$ cat src/hw/sensor_pkg.sv
package sensor_pkg;

	localparam int pixel_bits = 8;

	typedef logic [pixel_bits-1:0] pixel_t;

	// one ramp code per convert cycle covers the full pixel range.
	localparam int ramp_steps = 1 << pixel_bits;

	function automatic pixel_t to_gray(input pixel_t bin);
		return bin ^ (bin >> 1);
	endfunction

	function automatic pixel_t from_gray(input pixel_t gray);
		pixel_t bin;
		bin[pixel_bits-1] = gray[pixel_bits-1]; // the top bit is the same in both codes.
		for (int i = pixel_bits - 2; i >= 0; i--) begin
			bin[i] = bin[i+1] ^ gray[i];
		end
		return bin;
	endfunction

endpackage

$ cat src/hw/pixel_array.sv
`timescale 1ns/1ns

module pixel_array #(
	parameter int array_width = 8,
	parameter int array_height = 4,
	localparam int row_bits = (array_height > 1) ? $clog2(array_height) : 1
) (
	input  logic                clk,
	input  logic                reset,
	input  logic                pixel_erase,
	input  logic                pixel_convert,
	input  sensor_pkg::pixel_t  ramp_gray,
	input  sensor_pkg::pixel_t [array_width*array_height-1:0] scene,
	input  logic [row_bits-1:0] row_index,
	output sensor_pkg::pixel_t [array_width-1:0] row_data
);

	localparam int pixel_count = array_width * array_height;
	localparam sensor_pkg::pixel_t full_scale = {sensor_pkg::pixel_bits{1'b1}};

	logic               captured [pixel_count];
	sensor_pkg::pixel_t code_q [pixel_count];

	for (genvar i = 0; i < pixel_count; i++) begin : g_pixel
		sensor_pkg::pixel_t threshold;
		logic               hit;

		// a bright pixel crosses early, so its threshold is the inverted scene value.
		assign threshold = sensor_pkg::to_gray(full_scale - scene[i]);
		assign hit = pixel_convert && !captured[i] && (ramp_gray == threshold);

		always_ff @(posedge clk or posedge reset) begin
			if (reset) begin
				captured[i] <= 1'b0;
			end else if (pixel_erase) begin
				captured[i] <= 1'b0;
			end else if (hit) begin
				captured[i] <= 1'b1;
			end
		end

		always_ff @(posedge clk) begin
			if (pixel_erase) begin
				code_q[i] <= '0;
			end else if (hit) begin
				code_q[i] <= ramp_gray; // only the first match is kept.
			end
		end
	end

	always_comb begin
		for (int c = 0; c < array_width; c++) begin
			row_data[c] = code_q[int'(row_index) * array_width + c];
		end
	end

endmodule

$ cat src/hw/row_buffer.sv
`timescale 1ns/1ns

module row_buffer #(
	parameter int array_width = 8
) (
	input  logic clk,
	input  logic reset,
	input  sensor_pkg::pixel_t [array_width-1:0] row_data,
	input  logic row_valid,
	output sensor_pkg::pixel_t [array_width-1:0] buffered_row,
	output logic row_loaded
);

	// the row is held here so the array can move on to the next row select.
	always_ff @(posedge clk) begin
		if (row_valid) begin
			buffered_row <= row_data;
		end
	end

	always_ff @(posedge clk or posedge reset) begin
		if (reset) begin
			row_loaded <= 1'b0;
		end else begin
			row_loaded <= row_valid; // new data is visible in buffered_row from this cycle.
		end
	end

endmodule

$ cat src/hw/row_serializer.sv
`timescale 1ns/1ns

module row_serializer #(
	parameter int array_width = 8,
	parameter int bus_pixels = 4
) (
	input  logic clk,
	input  logic reset,
	input  sensor_pkg::pixel_t [array_width-1:0] buffered_row,
	input  logic row_loaded,
	output sensor_pkg::pixel_t [bus_pixels-1:0] pixel_data,
	output logic pixel_valid
);

	localparam int word_count = array_width / bus_pixels;
	localparam int word_bits = (word_count > 1) ? $clog2(word_count) : 1;
	localparam logic [word_bits-1:0] word_last = word_bits'(word_count - 1);

	logic                 busy;
	logic [word_bits-1:0] word_index;
	logic                 emit;
	logic [word_bits-1:0] word_sel;

	// the first word goes out right behind row_loaded.
	assign emit = row_loaded | busy;
	assign word_sel = row_loaded ? '0 : word_index;

	always_ff @(posedge clk or posedge reset) begin
		if (reset) begin
			busy <= 1'b0;
			word_index <= '0;
			pixel_valid <= 1'b0;
		end else begin
			pixel_valid <= emit;
			if (emit) begin
				if (word_sel == word_last) begin
					busy <= 1'b0;
					word_index <= '0;
				end else begin
					busy <= 1'b1;
					word_index <= word_sel + 1'b1;
				end
			end
		end
	end

	always_ff @(posedge clk) begin
		if (emit) begin
			for (int p = 0; p < bus_pixels; p++) begin
				pixel_data[p] <= sensor_pkg::from_gray(
					buffered_row[int'(word_sel) * bus_pixels + p]);
			end
		end
	end

endmodule

$ cat src/hw/sensor_sequencer.sv
`timescale 1ns/1ns

module sensor_sequencer #(
	parameter int array_height = 4,
	parameter int erase_cycles = 5,
	parameter int expose_cycles = 16,
	parameter int row_cycles = 6,
	localparam int row_bits = (array_height > 1) ? $clog2(array_height) : 1
) (
	input  logic               clk,
	input  logic               reset,
	output logic               pixel_erase,
	output logic               pixel_convert,
	output sensor_pkg::pixel_t ramp_gray,
	output logic [row_bits-1:0] row_index,
	output logic               row_valid,
	output logic               frame_done
);

	localparam logic [1:0] ph_erase = 2'd0;
	localparam logic [1:0] ph_expose = 2'd1;
	localparam logic [1:0] ph_convert = 2'd2;
	localparam logic [1:0] ph_read = 2'd3;

	localparam int long_timed = (erase_cycles > expose_cycles) ? erase_cycles : expose_cycles;
	localparam int max_len = (long_timed > sensor_pkg::ramp_steps) ?
		long_timed : sensor_pkg::ramp_steps;
	localparam int cnt_bits = $clog2(max_len);
	localparam int slot_bits = $clog2(row_cycles);

	localparam logic [cnt_bits-1:0] erase_last = cnt_bits'(erase_cycles - 1);
	localparam logic [cnt_bits-1:0] expose_last = cnt_bits'(expose_cycles - 1);
	localparam logic [cnt_bits-1:0] convert_last = cnt_bits'(sensor_pkg::ramp_steps - 1);
	localparam logic [slot_bits-1:0] slot_last = slot_bits'(row_cycles - 1);
	localparam logic [row_bits-1:0] row_last = row_bits'(array_height - 1);

	logic [1:0]          phase;
	logic [1:0]          phase_next;
	logic [cnt_bits-1:0] cycle_count;
	logic [cnt_bits-1:0] cycle_next;
	logic [row_bits-1:0] row_count;
	logic [row_bits-1:0] row_next;
	logic [slot_bits-1:0] slot_count;
	logic [slot_bits-1:0] slot_next;

	always_comb begin
		phase_next = phase;
		cycle_next = cycle_count + 1'b1;
		row_next = row_count;
		slot_next = '0;
		case (phase)
			ph_erase: begin
				if (cycle_count == erase_last) begin
					phase_next = ph_expose;
					cycle_next = '0;
				end
			end
			ph_expose: begin
				if (cycle_count == expose_last) begin
					phase_next = ph_convert;
					cycle_next = '0;
				end
			end
			ph_convert: begin
				if (cycle_count == convert_last) begin
					phase_next = ph_read;
					cycle_next = '0;
					row_next = '0;
				end
			end
			default: begin
				cycle_next = '0; // read is timed by the row and slot counters.
				if (slot_count == slot_last) begin
					if (row_count == row_last) begin
						phase_next = ph_erase;
						row_next = '0;
					end else begin
						row_next = row_count + 1'b1;
					end
				end else begin
					slot_next = slot_count + 1'b1;
				end
			end
		endcase
	end

	// reset parks on the final read cycle, so the first edge starts a clean erase.
	always_ff @(posedge clk or posedge reset) begin
		if (reset) begin
			phase <= ph_read;
			cycle_count <= '0;
			row_count <= row_last;
			slot_count <= slot_last;
		end else begin
			phase <= phase_next;
			cycle_count <= cycle_next;
			row_count <= row_next;
			slot_count <= slot_next;
		end
	end

	// the strobes are decoded from the next state so they line up with the phase register.
	always_ff @(posedge clk or posedge reset) begin
		if (reset) begin
			pixel_erase <= 1'b0;
			pixel_convert <= 1'b0;
			row_valid <= 1'b0;
			frame_done <= 1'b0;
		end else begin
			pixel_erase <= (phase_next == ph_erase);
			pixel_convert <= (phase_next == ph_convert);
			row_valid <= (phase_next == ph_read) && (slot_next == '0);
			frame_done <= (phase_next == ph_read) && (slot_next == slot_last) &&
				(row_next == row_last);
		end
	end

	assign ramp_gray = sensor_pkg::to_gray(cycle_count[sensor_pkg::pixel_bits-1:0]);
	assign row_index = row_count;

endmodule

$ cat src/hw/sensor_top.sv
`timescale 1ns/1ns

module sensor_top #(
	parameter int array_width = 8,
	parameter int array_height = 4,
	parameter int bus_pixels = 4,
	parameter int erase_cycles = 5,
	parameter int expose_cycles = 16,
	parameter int row_cycles = 6
) (
	input  logic clk,
	input  logic reset,
	input  sensor_pkg::pixel_t [array_width*array_height-1:0] scene,
	output sensor_pkg::pixel_t [bus_pixels-1:0] pixel_data,
	output logic pixel_valid,
	output logic frame_done
);

	localparam int row_bits = (array_height > 1) ? $clog2(array_height) : 1;

	logic                pixel_erase;
	logic                pixel_convert;
	sensor_pkg::pixel_t  ramp_gray;
	logic [row_bits-1:0] row_index;
	logic                row_valid;
	logic                row_loaded;
	sensor_pkg::pixel_t [array_width-1:0] row_data;
	sensor_pkg::pixel_t [array_width-1:0] buffered_row;

	sensor_sequencer #(
		.array_height (array_height),
		.erase_cycles (erase_cycles),
		.expose_cycles(expose_cycles),
		.row_cycles   (row_cycles)
	) u_sensor_sequencer (
		.clk          (clk),
		.reset        (reset),
		.pixel_erase  (pixel_erase),
		.pixel_convert(pixel_convert),
		.ramp_gray    (ramp_gray),
		.row_index    (row_index),
		.row_valid    (row_valid),
		.frame_done   (frame_done)
	);

	pixel_array #(
		.array_width (array_width),
		.array_height(array_height)
	) u_pixel_array (
		.clk          (clk),
		.reset        (reset),
		.pixel_erase  (pixel_erase),
		.pixel_convert(pixel_convert),
		.ramp_gray    (ramp_gray),
		.scene        (scene),
		.row_index    (row_index),
		.row_data     (row_data)
	);

	row_buffer #(
		.array_width(array_width)
	) u_row_buffer (
		.clk         (clk),
		.reset       (reset),
		.row_data    (row_data),
		.row_valid   (row_valid),
		.buffered_row(buffered_row),
		.row_loaded  (row_loaded)
	);

	row_serializer #(
		.array_width(array_width),
		.bus_pixels (bus_pixels)
	) u_row_serializer (
		.clk         (clk),
		.reset       (reset),
		.buffered_row(buffered_row),
		.row_loaded  (row_loaded),
		.pixel_data  (pixel_data),
		.pixel_valid (pixel_valid)
	);

endmodule

$ cat config.mk
export PLATFORM = sky130hd
export DESIGN_NAME = sensor_top
export DESIGN_NICKNAME = d
export VERILOG_FILES = /design/src/hw/sensor_pkg.sv /design/src/hw/pixel_array.sv /design/src/hw/row_buffer.sv /design/src/hw/row_serializer.sv /design/src/hw/sensor_sequencer.sv /design/src/hw/sensor_top.sv
export SDC_FILE = /design/constraint.sdc
export NUM_CORES = 1
export LEC_CHECK = 0
export BUFFER_PORTS_ARGS = -buffer_cell sky130_fd_sc_hd__buf_2
export CAP_MARGIN = 20
export CORE_AREA = 2 2 229 231
export CTS_CLUSTER_SIZE = 14
export DETAILED_ROUTE_END_ITERATION = 8
export DIE_AREA = 0 0 231 233
export GPL_TIMING_DRIVEN = 0
export PLACE_DENSITY = 0.74
export SYNTH_ARGS = -nofsm -noshare
export SYNTH_HDL_FRONTEND = slang
export SYNTH_SLANG_ARGS = --single-unit
$ cat constraint.sdc
create_clock -name clk -period 3.6 [get_ports clk]
set_input_delay 0.54 -clock clk [delete_from_list [all_inputs] [get_ports clk]]
set_output_delay 0.54 -clock clk [all_outputs]
set_load 0.05 [all_outputs]
* Yosys cells after proc, flatten, opt, wreduce, memory -nomap -nowiden
Memory sizes are Yosys's and may differ from the RTL's. A register that Yosys moved wholly into a read port is not among the register bits. Cells that the tools add are included.
Operators by class: magnitude comparators 4, $add $sub $neg 46, muxes and demuxes 224, equal/unequal tests 43, reductions and logical operators 136, bitwise gates (word level) 94
Operators with widths (count):
- $mux W8 | 43
- $xor A8 B7 Y8 | 33
- $eq A8 B8 Y1 | 32
- $sub A8 B8 Y8 const A | 32
- $mux W1 | 165
- $lt A32 B5 Y1 const B | 3
- $bmux W8 S3 | 3
- $logic_and A1 B1 Y1 | 67
- $reduce_bool A2 Y1 | 32
- $or A1 B1 Y1 | 33
- $logic_not A1 Y1 | 32
- $xor A1 B1 Y1 | 28
- $pmux W8 S3 | 1
- $add A5 B3 Y5 const B | 4
- $mux W2 | 8
- $add A5 B2 Y5 const B | 2
- $eq A2 B2 Y1 const B | 5
- $add A3 B2 Y4 const B | 2
- $add A8 B1 Y8 const B | 1
- $eq A8 B3 Y1 const B | 1
- $eq A8 B4 Y1 const B | 1
- $eq A8 B8 Y1 const B | 1
- $eq A3 B3 Y1 const B | 2
- $mux W3 | 2
- other kinds (13) | 14
Word-level totals: bits in registers 87, memory bits (writable) 256, memories 1, word-level logic and storage cells 596
Memory list:
- u_pixel_array.code_q | depth 32, bits a word 8, rd ports 8, clocked after Yosys merged registers in 8, wr ports 32, RTL line pixel_array.sv:22 | sensor_pkg::pixel_t code_q [pixel_count];

* Depth between registers and ports, before layout
depth in word-level cells 12, depth in mapped cells 13

* By module
From an unflattened synthesis, not the netlist that was laid out.
Unflattened totals: cells, all modules 1763, area, all modules 22170.0 um^2
Modules (own cells, without submodules):
- pixel_array | area an instance 16943.8 um^2, cells an instance 1444, instances 1
- row_serializer | area an instance 2193.4 um^2, cells an instance 147, instances 1
- row_buffer | area an instance 1950.6 um^2, cells an instance 66, instances 1
- sensor_sequencer | area an instance 1082.3 um^2, cells an instance 106, instances 1

* Worst setup path before layout
Ideal clock, no wire load.
path kind reg2reg, start point register u_sensor_sequencer.cycle_count[7], end point memory u_pixel_array.code_q[29][0] in the netlist's numbering, enable pin, slack 0.366 ns, clock period less this slack 3.234 ns, cell stages (with the launch flop) 12, data required time 3.266 ns, setup time 0.334 ns, arrival 2.899 ns, path through dfrtp_1 > buf_4 > inv_1 > buf_2 > buf_1 > ha_1 > or3b_2 > a221oi_1 > a31oi_1 > a2111o_1 > buf_2 > nand2b_1
RTL lines:
- from (decl) | RTL line sensor_sequencer.sv:39 | logic [cnt_bits-1:0] cycle_count;
- from (signal assigned) | RTL line sensor_sequencer.sv:96 | cycle_count <= cycle_next;
- to (decl) | RTL line pixel_array.sv:22

==> flow_metrics.tcl <==
set metrics [dict create \
    synthCells 1778 \
    gp_congestion 0.986 \
    postPlaceCellArea_sq_mm 0.0242 \
    crit_path_start "u_sensor_sequencer.cycle_count[7]$_DFF_PP0_" \
    ant_nets 0 \
    antenna_found_initial 9 \
    hp-class "in2async" \
    timing.critical_path.to_type "flop" \
    cts_num_sinks 406 \
    grtUsageTotal_pct 25.8 \
    port_buffers 291 \
    fin_util_pct 50.9 \
    fin_ws_ns 0.0339 \
    maxCapViolations 0 \
    cts.htree.levels 2 \
    critical-path-max-stage-delay_ns 0.51 \
    fmax_ghz 0.280 \
    synth_cell_types 70 \
    row_count 83 \
    fin_crit_ns 3.57 \
    synthTopCellsByCount "352 x edfxtp_1, 301 x nor2_1, 162 x xnor2_1" \
    cp_slowest_cell "a211o_1" \
    via_per_inst 5.76 \
    synthMostInstantiatedCell "edfxtp_1" \
    drtIter0Drc 1838 \
    final_max_slew_viol_count 0 \
    setup_viol 0 \
    critPathRequiredTime_ns 3.81 \
    synth-edff-count 352 \
    yosys_warnings 0 \
    grt_pass1_wl_microns 102000 \
    instances_no_fill 2873 \
    hold_viol_final 0 \
    synth_flop_cell "edfxtp_1" \
    die_w_microns 231 \
    p_per_area_mw_per_mm2 378 \
    synth_seq_area_share_pct 54.6 \
    slew_headroom_pct 30.0 \
    ios 292 \
    grt.overflow.total 0 \
    drc 0 \
    synth_area_leaders "edfxtp_1 48%, mux4_2 6.6%, xnor2_1 6.5%" \
    arrival_ns 3.78 \
    areaGrowthSynthToFinish_pct 19.1 \
    period_share_pct 99.1 \
    avgSynthCellArea_sq_um 12.3 \
    path_max_fanout 10 \
    syn-num-nets 2048 \
    synth_area_sq_mm 0.0218 \
    numPlacedInstances 2752 \
    cts-root-buf "clkbuf_16" \
    drtPass1Iterations 5 \
    clock_path_buffers 3 \
    r2r_start "u_sensor_sequencer.cycle_count[7]$_DFF_PP0_" \
    tightest_slew_ns 1.05 \
    dp_hpwl_microns 52600 \
    path_common_cell "buf_4" \
    start_util_pct 42.7 \
    crit_chain "buf_4 > inv_1 > buf_4 > buf_4 > ha_2 > buf_4 > buf_2 > nand3_1 > a21oi_1 > a211oi_1 > a211o_1 > nand2b_2" \
    fillers 4396 \
    vias 16540 \
    reg2reg_depth 12 \
    status "completed" \
    ys_async_sr_fraction_pct 13.3 \
    die_h_microns 233 \
    design_area_sq_mm 0.0260 \
    preCtsSetupSlack_ns -0.992 \
    drive_gt1_share_pct 26.7 \
    path_clk_slew_ns 0.06 \
    yosys.area.top_type "edfxtp_1" \
    yosys_register_bits 406 \
    die_area_sq_mm 0.0538 \
    synth_top_area_share_pct 48.4 \
    cts_buffers 41 \
    routed_wl_microns 72000 \
    crit_type "reg2reg" \
    cp-start-kind "flop" \
    cts_tree "done" \
    finalHoldWorstSlack_ns 0.0390 \
    clock_latency_ns 0.54 \
    design.core.area_sq_mm 0.0511 \
    avgRoutedWirePerCell_microns 25.0 \
    fin_skew_ns 0.0149 \
    peakVddDrop_mv 0.255 \
    leakage_nw 9.63 \
    layout.nets 2421 \
    grt_max_degree 40 \
    r2r_slack_ns 0.03 \
    grt_pass1_vias 16359 \
]
[area by class of cell]
| cell class | count | area [sq um] | area share, % |
|---|---|---|---|
| Tap cell | 680 | 851 | 3.27 |
| Antenna cell | 10 | 25.0 | 0.0963 |
| Buffer | 106 | 588 | 2.26 |
| Clock buffer | 54 | 1120 | 4.30 |
| Sequential cell | 406 | 11900 | 45.9 |
| Multi-Input combinational cell | 1206 | 9340 | 35.9 |
| Clock inverter | 21 | 131 | 0.505 |
| Inverter | 57 | 214 | 0.823 |
| Timing Repair Buffer | 333 | 1800 | 6.91 |
[flip-flops by register name, indices dropped and copies added, names as in the netlist]
signal,flops
u_row_serializer.pixel_valid,1
u_pixel_array.captured,32
u_row_buffer.row_loaded,1
u_sensor_sequencer.phase,2
u_sensor_sequencer.frame_done,1
u_sensor_sequencer.row_index,2
u_row_serializer.busy,1
u_row_serializer.pixel_data,32
u_sensor_sequencer.pixel_erase,1
u_row_buffer.buffered_row,64
u_pixel_array.code_q,256
u_sensor_sequencer.slot_count,3
u_sensor_sequencer.row_valid,1
u_sensor_sequencer.pixel_convert,1
u_sensor_sequencer.cycle_count,8
[placed cells by master, fill, tap and decap left out, types with 9 or more instances in the layout]
cell type,instances
a211oi_1,18
nand2b_2,20
and3_1,26
xor2_1,150
nor2b_1,22
nand2_1,25
nor2_1,301
nor3_1,40
o21ai_0,21
a21oi_1,64
a22oi_1,11
edfxtp_1,352
xnor2_1,162
clkbuf_1,65
dfrtp_1,47
mux4_2,64
inv_1,54
nand2b_1,10
or3_1,30
nand2b_4,12
mux2i_1,15
nand3_1,44
buf_2,305
buf_6,13
buf_4,56
ha_1,11
clkinv_1,9
diode_2,10
nand4_1,16
clkbuf_16,43
[worst paths after layout]
path,to
max,u_pixel_array.code_q[5][2]$_SDFFCE_PN0P_
min,u_row_serializer.pixel_valid$_DFF_PP0_
max reg2reg,u_pixel_array.code_q[5][2]$_SDFFCE_PN0P_
min reg2reg,u_row_serializer.busy$_DFFE_PP0P_
max in group asynchronous,u_sensor_sequencer.phase[1]$_DFF_PP1_
min in group clk,u_pixel_array.captured[31]$_DFFE_PP0P_
[critical path: cells and delay by family, from the launching register on]
family | cells | cell delay [ns]
buf+inv | 6 | 1.24
compound gates | 3 | 0.74
simple gates | 2 | 0.44
fa+ha+maj | 1 | 0.42
flops | 1 | 0.36
[repair_timing]
action / CTS / global route
pin swaps: 4 / 2
gates resized for setup: 40 / 19
cloned: 0 / 1
setup buffers: 20 / 19
hold buffers: 0 / 0
endpoints found under the setup margin: 538 / 178
[metal layers]
| layer | vias to the layer above | share of wire, % | track usage, % |
|---|---|---|---|
| li1 | 7148 | - | - |
| met1 | 8038 | 36 | 31.3 |
| met5 | - | 0.036 | 0 |
| met4 | 4 | 5.9 | 14.5 |
| met3 | 223 | 10 | 5.50 |
| met2 | 1127 | 47 | 43.0 |
[per-stage QoR]
| step | total power (W) | TNS, ns |
|---|---|---|
| after CTS | 0.00980 | 0 |
| final | 0.00983 | 0 |
| after global routing | 0.0101 | -0.0287 |
| after floorplan | 0.00556 | 0 |
| after detailed placement | 0.00586 | -231.32 |
| after global placement | 0.00584 | -200.97 |
[logic make-up (layout without fill, tap and decap cells)]
family	after synthesis	in the layout	synth area share [%]
AO/OA/AOI/OAI	199	200	6.65
multiplexers	88	88	7.88
XOR/XNOR	325	325	13.7
adder cells (fa/ha/maj)	12	12	0.688
flip-flops	406	406	54.6
AND/OR/NAND/NOR	581	581	12.7
other	0	10	0
buffers and inverters	167	571	3.69
[power breakdown]
part / total [W] / internal [W] / switching (W)
combinational: 0.000663 / 0.000314 / 0.000349
sequential: 0.00513 / 0.00510 / 0.0000306
clock: 0.00404 / 0.00226 / 0.00178
Note: power is estimated with default switching activity, not from simulation.
